[config.mk]
export PLATFORM = sky130hd
export DESIGN_NAME = next_pc_select
export DESIGN_NICKNAME = d
export VERILOG_FILES = /design/src/verilog/bp_pkg.sv /design/src/verilog/next_pc_select.sv
export SDC_FILE = /design/constraint.sdc
export NUM_CORES = 1
export LEC_CHECK = 0
export ABC_AREA = 1
export BUFFER_PORTS_ARGS = -buffer_cell sky130_fd_sc_hd__buf_2
export CAP_MARGIN = 0
export CORE_AREA = 2 2 67 56
export DETAILED_ROUTE_END_ITERATION = 16
export DIE_AREA = 0 0 69 58
export PLACE_DENSITY = 0.79
export RECOVER_POWER = 50
export SYNTH_ARGS = -nofsm -noshare
export SYNTH_HDL_FRONTEND = slang
export SYNTH_SLANG_ARGS = --single-unit
[constraint.sdc]
create_clock -name vclk -period 1.4
set_input_delay 0.07 -clock vclk [all_inputs]
set_output_delay 0.07 -clock vclk [all_outputs]
set_load 0.01 [all_outputs]
[src/verilog/bp_pkg.sv]
package bp_pkg;

    // ----------------------------------------------------------------------
    // widths and table sizes
    // ----------------------------------------------------------------------

    localparam int addr_w    = 32;                    // fetch and target address width.
    localparam int pc_idx_w  = 5;                     // address bits above bit 1 used as index.
    localparam int hist_w    = 10;                    // local history length per entry.
    localparam int pht_idx_w = hist_w + pc_idx_w;     // history above address index bits.
    localparam int btb_idx_w = 4;                     // buffer index bits above bit 1.

    localparam int hist_size = 2 ** pc_idx_w;         // entries in the history table.
    localparam int pht_size  = 2 ** pht_idx_w;        // 2-bit counters in the pattern table.
    localparam int btb_size  = 2 ** btb_idx_w;        // entries in the target buffer.
    localparam int btb_tag_w = addr_w - btb_idx_w - 2; // tag covers bits 31 down to 6.

    // ----------------------------------------------------------------------
    // encodings
    // ----------------------------------------------------------------------

    // Two-bit saturating counter. The upper bit is the direction guess.
    typedef enum logic [1:0] {
        strong_nt = 2'd0,
        weak_nt   = 2'd1,
        weak_t    = 2'd2,
        strong_t  = 2'd3
    } counter_e;

    typedef enum logic [1:0] {
        br_none = 2'd0,                               // not a branch or not known.
        br_cond = 2'd1,                               // conditional branch.
        br_jump = 2'd2                                // unconditional jump.
    } br_kind_e;

    // ----------------------------------------------------------------------
    // structs
    // ----------------------------------------------------------------------

    // Resolved branch from a later stage. It is valid for one cycle only.
    typedef struct packed {
        logic              valid;
        logic [addr_w-1:0] pc;
        logic              taken;
        br_kind_e          kind;
        logic [addr_w-1:0] target;
    } bp_update_t;

    typedef struct packed {
        logic              hit;                       // valid entry with matching tag.
        br_kind_e          kind;                      // br_none on a miss.
        logic [addr_w-1:0] target;
    } btb_lookup_t;

    typedef struct packed {
        logic              taken;                     // fetch is redirected to the target.
        logic              hit;
        logic [addr_w-1:0] next_pc;
    } bp_pred_t;

endpackage

[src/verilog/next_pc_select.sv]
module next_pc_select (
    input  logic [bp_pkg::addr_w-1:0] pc,
    input  logic                      pred_taken,
    input  bp_pkg::btb_lookup_t       lookup,
    output bp_pkg::bp_pred_t          pred
);
    import bp_pkg::*;

    logic              is_jump;
    logic              is_cond;
    logic              redirect;
    logic [addr_w-1:0] seq_pc;

    // ----------------------------------------------------------------------
    // redirect decision
    // ----------------------------------------------------------------------

    assign is_jump = lookup.hit && lookup.kind == br_jump; // jumps are always taken.
    assign is_cond = lookup.hit && lookup.kind == br_cond;

    // A guess for an address with no buffer entry has no target to go to.
    assign redirect = is_jump || (is_cond && pred_taken);

    assign seq_pc = pc + addr_w'(4);                  // next sequential fetch.

    // ----------------------------------------------------------------------
    // prediction
    // ----------------------------------------------------------------------

    always_comb begin
        pred.taken   = redirect;
        pred.hit     = lookup.hit;
        pred.next_pc = redirect ? lookup.target : seq_pc;
    end

endmodule

After elaboration in Yosys (flattened, before gate mapping)
Index checks and enable logic that the tools add are counted.
{ "word_totals": {"register_bits": 0, "input_bits": 68, "output_inout_bits": 34, "wordCells": 8} }
{ "classes": {"addsub": 1, "n_eq_ne": 2, "mux": 1, "reduce_logical": 4} }
{ "ops": {"columns": ["op", "n"], "rows": [
  ["$add A32 B3 Y32 const B", 1],
  ["$mux W32", 1],
  ["$logic_and A1 B1 Y1", 3],
  ["$eq A2 B1 Y1 const B", 1],
  ["$eq A2 B2 Y1 const B", 1],
  ["$logic_or A1 B1 Y1", 1]
]} }

Depth between registers and ports, before layout
Gate-level depths: netlist of run 1.
{ "logic_depth": {"word_depth": 5, "ltp_mapped": 9, "depth_no_buf": 9} }

Worst setup path after synthesis of run 1
Ideal clock, no wire load.
{ "synth_timing": {"path_type": "input to output", "startpoint": "in pc[2] (netlist name)", "endpoint": "out pred[14] (netlist name)", "arrival_ps": 997, "required_time_ps": 1330, "path_slack_ps": 333, "stages": 8, "n_path_buf": 0, "cell_sequence": "ha_1 nand2_1 nor2_4 nand2_4 nor2_2 or2_2 nand3_1 nand2_1"} }
{ "synth_rtl": {"columns": ["item", "line", "rtl"], "rows": [
  ["start: declaration", "next_pc_select.sv:2", "input logic [bp_pkg::addr_w-1:0] pc,"],
  ["end: declaration", "next_pc_select.sv:5", "output bp_pkg::bp_pred_t pred"]
]} }

==> results of run 1 <==
[power breakdown]
part,leakage [nW],switching (mW),internal (mW)
clock,0,0,0
sequential,0,0,0
combinational,1.04,0.277,0.210
[cell usage in the layout (no fill, tap or decap), drive strengths merged]
cell / synthesis / routed
nor3: 1 / 1
ha: 1 / 1
nand3: 32 / 32
a21o: 1 / 1
clkbuf: 0 / 10
a21boi: 1 / 1
inv: 24 / 24
nor2: 40 / 40
xnor2: 1 / 1
o21ai: 8 / 8
o21bai: 3 / 3
xor2: 6 / 6
nand2: 141 / 141
buf: 8 / 97
or2: 3 / 3
and2: 2 / 2
[final timing paths]
kind | end | slack [ps] | cells after the start
setup / recovery | pred[12] | 60 | 10
hold / removal | pred[32] | 350 | 2
[area by class of cell]
type | count | share of cell area (%)
multi-input cells | 240 | 62.1
repair buffers | 107 | 30.0
inverters | 24 | 4.98
well taps | 42 | 2.91
[critical path, cell delays in order]
cell and delay (ps):
buf_2 110, ha_4 140, nand2_2 70, nor2_4 160, nand2_4 100, nor2_4 200
buf_6 120, nor2_1 30, o21ai_1 130, buf_2 150
[metrics by stage]
| stage | cell area (sq um) | hold WS, ps | util (%) | power, mW |
|---|---|---|---|---|
| floorplan | 1270 | 232 | - | 0.262 |
| global placement | 1790 | 334 | 53.9 | 0.477 |
| detailed placement | 1790 | 335 | 53.9 | 0.484 |
| CTS | 1790 | 337 | 53.9 | 0.486 |
| global route | 1810 | 360 | 54.3 | 0.552 |
| finish | 1810 | 355 | 54.3 | 0.487 |
[routing by layer]
metal | vias to the layer above | GRT usage [%] | routed length (um)
met5 | - | 0 | 0
met4 | 0 | 0.840 | 15
met3 | 2 | 1.57 | 273
met2 | 65 | 34.9 | 1890
met1 | 802 | 28.9 | 2040
li1 | 1037 | - | -
[what timing repair did]
item	in CTS	in global routing
setup endpoints to repair	0	8
gates resized for setup	0	8
hold buffers	0	0
buffers inserted	0	2
[cell families (layout without fill, tap and decap cells)]
logic type / count (synthesis) / in the layout
AO/OA/AOI/OAI: 13 / 13
XOR/XNOR: 7 / 7
adder cells (fa/ha/maj): 1 / 1
buffers and inverters: 32 / 131
AND/OR/NAND/NOR: 219 / 219
==> impl_metrics.toml, run 1 <==
[placed_design]
dp_cells = 411
place.gp.congestion = 0.960
dp_hpwl_mm = 3.47
pre_cts_slack_ps = 51.4
port_buffers = 102

[layout]
multi_input_area_sq_um = 1120
num_antenna_cells = 0
nClkBuffers = 0
seq_cells = 0
finalNonFillerCells = 413
regArea_sq_um = 0
area_delta_synth_final_pct = 42.2
fillCellCount = 375
num-nets-final = 442
drive_above_1_share_pct = 32.6

[timing]
slew_headroom_pct = 81.9
hold_viol = 0
finalCritPeriodShare_pct = 95.9
finalCriticalPeriod_ps = 1340
max_freq_mhz = 745
maxSlewViolCount = 0
setup_violations = 0
finalSetupTns_ps = 0
worstMarginPinSlew_ps = 271
fin_ws_ps = 57.7

[synthesis]
avgSynthCellArea_sq_um = 4.67
synth-simple-area-share_pct = 76.0
syn_area_sq_um = 1270
yosys_warnings = 0
synthAdderAreaFrac_pct = 0.984
netlist_top_cells_area = "nand2_1, nand3_1, nor2_1, inv_1, nor2_4"
yosysTopAreaCell = "nand2_1"
synth_fp_nets = 341
synth_top_family_by_area = "simple AND/OR/NAND/NOR gates"
yosysMostFrequentCell = "nand2_1"
synthXorXnorAreaFrac_pct = 4.82
seq_area_frac_synth_pct = 0
synth_common_cells = "nand2_1, nand3_1, nor2_1"
synth_top_area_share_pct = 40.2
synthMuxAreaShare_pct = 0
synth.distinct_cells = 21
synth_compound_area_share_pct = 6.10
syn_inst = 272

[floorplanning]
std_cell_rows = 19
start_util_pct = 38.2
fp.dieArea_sq_um = 4000
die_h_um = 58
core_area_sq_um = 3330
io_pins = 102
die_w_um = 69

[drt]
avgViaCountPerCell = 4.62
drc = 0
wire_per_inst_um = 10.2
dr.pass1.iters = 4
routed_wl_mm = 4.21
via_count = 1906
drt_iter0_drc = 75
postRouteAntennaNets = 0

[grt]
gr-usage-all-layers_pct = 20.1
antenna_found_initial = 0
grt_max_degree = 28
grt_pass1_wl_mm = 7.03
grt_overflow_total = 0
grt_pass1_vias = 1680

[run]
max_cap_violations = 0

[min_path]
worstHoldPathType = "input port to output port"
hp-start = "lookup[34]"

[setup_path]
crit_path_start_kind = "input port"
path_max_fanout = 5
arrival_ps = 1270
required_ps = 1330
criticalPathCategory = "input port to output port"
crit_path_start = "pc[3]"
cp-end-kind = "output port"

[power]
cellPowerDensity_nw_per_um2 = 270
power.leakage_nw = 1.04
vdd_drop_max_mv = 0.224

[outcome]
outcome = "complete, no violations"
No activity file was read; power rests on OpenSTA's default activity.
==> run 2: changes to the inputs <==
Settings changed: ABC_AREA 1 to 0, CORE_AREA 2 2 67 56 to 2 2 64 54, DIE_AREA 0 0 69 58 to 0 0 66 56, PLACE_DENSITY 0.79 to 0.76.
==> run 2 against run 1 <==
Effect of this change: the run now ends with setup timing left; clock-buffer cell count unchanged; area after synthesis down 20%; fmax decreased by 24%; global-route usage up 7.7 points; largest cell class unchanged.
==> impl_metrics.toml, run 2 <==
[outcome]
outcome = "finished with violations"
violations = "setup timing"

[layout]
area_delta_synth_final_pct = 146
fillCellCount = 205
num-nets-final = 400
layout_commonest_cell = "buf_2"
finalNonFillerCells = 369
nClkBuffers = 0
seq_cells = 0
regArea_sq_um = 0
layout_common_cells = "buf_2, buf_4, nand2_1"
num_antenna_cells = 0
drive_above_1_share_pct = 64.7

[timing]
fin_ws_ps = -365
grt_setup_unrepaired = "true"
hold_viol = 0
worstMarginPinSlew_ps = 381
slew_headroom_pct = 74.3
setup_violations = 23
maxSlewViolCount = 0
fin_hold_ws_ps = 370
finalCriticalPeriod_ps = 1770
max_freq_mhz = 566
finalCritPeriodShare_pct = 126

[drt]
drt-met1-wl_mm = 2.37
via_count = 2034
routed-wl-met2_mm = 3.03
dr_wl_met3_um = 316
avgViaCountPerCell = 5.51
drt_iter0_drc = 128
postRouteAntennaNets = 0
dr.pass1.iters = 5
drc = 0
maxUsedRoutingLayer = "met4"
wire_per_inst_um = 15.9
routed_wl_mm = 5.86

[power]
power.leakage_nw = 1.07
vdd_drop_max_mv = 0.159
cellPowerDensity_nw_per_um2 = 278
power.internal_mw = 0.352
clkPwrFrac_pct = 0
power_frac_comb_pct = 100.0
power_switching_mw = 0.340
sw_frac_of_total_pct = 49.2
seq_power_share_pct = 0

[floorplanning]
die_w_um = 66
start_util_pct = 33.5
io_pins = 102
fp.dieArea_sq_um = 3700
std_cell_rows = 18
die_h_um = 56
core_area_sq_um = 3020

[setup_path]
path_max_fanout = 8
crit_path_start_kind = "input port"
required_ps = 1330
criticalPathCategory = "input port to output port"
arrival_ps = 1700
cp-end-kind = "output port"

[synthesis]
synth_fp_nets = 247
synth_common_cells = "nand2_1, nor2_1, a31oi_1"
netlist_top_cells_area = "nand2_1, a31oi_1, nor2_1, o21ai_0, xnor2_1"
avgSynthCellArea_sq_um = 5.68
syn_inst = 178
yosysMostFrequentCell = "nand2_1"
seq_area_frac_synth_pct = 0
synth.distinct_cells = 29
synth_top_area_share_pct = 10.8
syn_area_sq_um = 1010
yosys_warnings = 0
yosysTopAreaCell = "nand2_1"

[grt]
grt_pass1_vias = 1784
gr-usage-all-layers_pct = 27.8
antenna_found_initial = 0
grt_pass1_wl_mm = 8.32
grt_overflow_total = 0
grt_max_degree = 22

[placed_design]
dp_cells = 355
dp_hpwl_mm = 3.54
place.gp.congestion = 0.787
port_buffers = 102

[min_path]
worstHoldPathType = "input port to output port"
hold_end = "pred[32]"
worstHoldPathCells = 2
hp-start = "lookup[34]"

[run]
max_cap_violations = 0
-- run 2: changes by cell type after synthesis, moves of 7 or more --
cell / before / now
a31oi_1: 0 / 17
clkbuf_1: 0 / 8
inv_1: 24 / 7
nand2_1: 136 / 29
nand3_1: 32 / 8
nor2_1: 29 / 22
nor2_4: 8 / 0
o21ai_0: 7 / 16
o31ai_1: 0 / 10
or3_1: 0 / 7
or4_1: 0 / 10
xnor2_1: 1 / 9
-- run 2: area by class of cell --
type                            instances  area, sq um  share of cell area [%]
Timing Repair inverter                  3         17.5                   0.704
Timing Repair Buffer                  159         1090                    43.8
Multi-Input combinational cell        160         1300                    52.3
Inverter                                7         30.0                    1.21
Tap cell                               40         50.0                    2.01
-- run 2: timing repair --
item,in CTS,in global routing
hold buffers,0,0
pin swaps,15,10
setup buffers,6,3
gates cloned,3,2
setup endpoints to repair,22,27
gates resized for setup,37,20
-- run 2: layer usage --
metal	vias to the layer above	GRT usage [%]
met5	-	0
met4	0	6.71
met3	15	1.82
met2	89	51.1
met1	946	34.7
li1	984	-
-- run 2: critical path, stage by stage --
cell	delay, ps
buf_8	80
nand3_4	90
buf_12	140
or3_4	430
or4_1	550
a31oi_2	180
buf_2	150
-- run 2: worst max-delay path by stage --
stage	slack, ps	from	cells past startpoint	end
6_report	-370	pc[7]	7	pred[28]
3_5_place_dp	-450	pc[2]	6	pred[19]
4_1_cts	-340	pc[7]	7	pred[22]
5_1_grt	-410	pc[9]	7	pred[28]
3_3_place_gp	-440	pc[2]	6	pred[29]
2_1_floorplan	-200	pc[2]	6	pred[30]
-- run 2: power groups by stage --
stage          Clock, mW  Sequential, mW  Combinational (mW)
2_1_floorplan          0               0               0.258
3_3_place_gp           0               0               0.565
3_5_place_dp           0               0               0.576
4_1_cts                0               0               0.633
5_1_grt                0               0               0.739
6_report               0               0               0.692
-- run 2: through the flow --
stage	instance area [sq um]	setup WS, ps	power (mW)	utilization, %	TNS (ps)
6_report	2490	-365	0.692	82.4	-5400
5_1_grt	2490	-406	0.739	82.4	-6840
4_1_cts	2340	-336	0.633	77.7	-4950
3_5_place_dp	2120	-451	0.576	70.4	-6290
3_3_place_gp	2120	-438	0.565	70.4	-6030
2_1_floorplan	1260	-202	0.258	-	-1530
-- run 2: cells by family after synthesis --
kind of cell	count (synthesis)	share of synthesized area (%)
adder cells (fa/ha/maj)	1	1.24
buffers and inverters	20	9.03
AO/OA/AOI/OAI	46	28.1
XOR/XNOR	11	9.53
AND/OR/NAND/NOR	100	52.1
==> run 3: changes to the inputs <==
Clock period 1.4 ns to 2.11 ns, I/O delays scaled along.
==> run 3 against run 2 <==
Effect of this change: the run now ends clean; sequential share of layout area did not move; critical path depth fell by 1; cell area fell by 39%; worst hold slack improved by 68 ps; combinational power fell by 60%; largest power group unchanged; highest routed layer is now met3.
==> impl_metrics.toml, run 3 (same netlist as run 2, synthesis figures left out) <==
[setup_path]
max_stage_delay_ps = 630
endpoint = "pred[19]"
cp_cell_sequence = "buf_2 > nand3_1 > or4_4 > or4_1 > a31oi_1 > buf_2"
critical_path_buf_inv_count = 2
required_ps = 2000
criticalPathCategory = "input port to output port"
path_max_fanout = 20
crit_path_start = "pc[4]"
crit_path_top_delay_cell = "or4_4"
critPathTopFamily = "simple AND/OR/NAND/NOR gates"
arrival_ps = 1880
crit_path_start_kind = "input port"
crit_cells = 6
cp-end-kind = "output port"
crit_top_cell = "buf_2"

[floorplanning]
io_pins = 102
die_h_um = 56
std_cell_rows = 18
core_area_sq_um = 3020
die_w_um = 66
fp.dieArea_sq_um = 3700
start_util_pct = 33.5

[layout]
area_delta_synth_final_pct = 51.1
fin_util_pct = 50.6
layout_commonest_cell = "buf_2"
num_antenna_cells = 0
layout_common_cells = "buf_2, nand2_1, nor2_1"
multi_input_area_sq_um = 925
fillCellCount = 350
drive_above_1_share_pct = 35.3
nClkBuffers = 0
regArea_sq_um = 0
num-nets-final = 343
seq_cells = 0

[grt]
grt_pass1_wl_mm = 5.73
antenna_found_initial = 0
grt_pass1_vias = 1397
gr-usage-all-layers_pct = 17.8
grt_overflow_total = 0
grt_max_degree = 27

[timing]
hold_viol = 0
slew_headroom_pct = 43.4
finalCritPeriodShare_pct = 94.0
finalSetupTns_ps = 0
finalCriticalPeriod_ps = 1980
setup_violations = 0
worstMarginPinSlew_ps = 849
max_freq_mhz = 504
grt_setup_unrepaired = "false"
maxSlewViolCount = 0

[power]
cellPowerDensity_nw_per_um2 = 183
sw_frac_of_total_pct = 55.7
seq_power_share_pct = 0
power.leakage_nw = 0.669
power_switching_mw = 0.156
power.internal_mw = 0.124
power_frac_comb_pct = 100.0
vdd_drop_max_mv = 0.0716
clkPwrFrac_pct = 0

[min_path]
worstHoldPathType = "input port to output port"

[drt]
postRouteAntennaNets = 0
routed_wl_mm = 3.53
via_count = 1652
drc = 0
drt_iter0_drc = 44
dr.pass1.iters = 4
wire_per_inst_um = 11.3
avgViaCountPerCell = 5.29

[outcome]
outcome = "complete, no violations"

[clocking]
cts_hold_buf = 0
post_cts_buffers = 0

[placed_design]
place.gp.congestion = 0.814
port_buffers = 102
dp_hpwl_mm = 2.88

[run]
max_cap_violations = 0
-- run 3: cell count changes in the layout (fill, tap and decap cells not counted), moves of 4 or more --
| cell | change |
|---|---|
| buf_4 | -45 |
| a31oi_4 | -8 |
| buf_6 | -14 |
| o31ai_1 | +7 |
| a31oi_1 | +17 |
| buf_8 | -4 |
| or4_1 | +8 |
| o31ai_2 | -7 |
| clkbuf_1 | +13 |
| a31oi_2 | -9 |
| or4_4 | -10 |
-- run 3: how the worst min path moves through the flow --
stage,from,slack [ps],end,depth (start not counted)
floorplan,pc[2],290,pred[2],1
global route,lookup[34],450,pred[32],2
detailed placement,lookup[34],420,pred[32],2
global placement,lookup[34],420,pred[32],2
finish,lookup[34],440,pred[32],2
CTS,lookup[34],420,pred[32],2
-- run 3: power groups by stage --
| stage | registers [mW] | logic [mW] | clock network, mW |
|---|---|---|---|
| floorplan | 0 | 0.135 | 0 |
| global placement | 0 | 0.285 | 0 |
| detailed placement | 0 | 0.288 | 0 |
| CTS | 0 | 0.289 | 0 |
| global route | 0 | 0.314 | 0 |
| finish | 0 | 0.280 | 0 |
-- run 3: layout make-up --
type | instances | share of cell area (%)
inverters | 7 | 1.72
repair buffers | 107 | 34.5
multi-input cells | 158 | 60.5
well taps | 40 | 3.28
-- run 3: per-layer routing --
metal,global-route usage (%),part of all wire [%],vias to the layer above
met2,32.9,46,61
met3,1.62,9.5,0
met5,0,0,-
met1,23.4,45,730
li1,-,-,861
met4,0.583,0,0
-- run 3: through the flow --
stage                     setup slack [ps]  hold WS, ps  instances  total power [mW]  cell area [sq um]
after floorplan                        245          288        178             0.135               1010
after global placement                63.5          417        312             0.285               1550
after detailed placement              51.8          422        312             0.288               1550
after CTS                             37.0          422        312             0.289               1550
after global routing                  3.66          453        312             0.314               1530
final                                  126          438        312             0.280               1530
-- run 3: what timing repair did --
item | in CTS | in global routing
resized for setup | 0 | 1
endpoints found under the setup margin | 0 | 5
endpoints found under the hold margin | 0 | 0
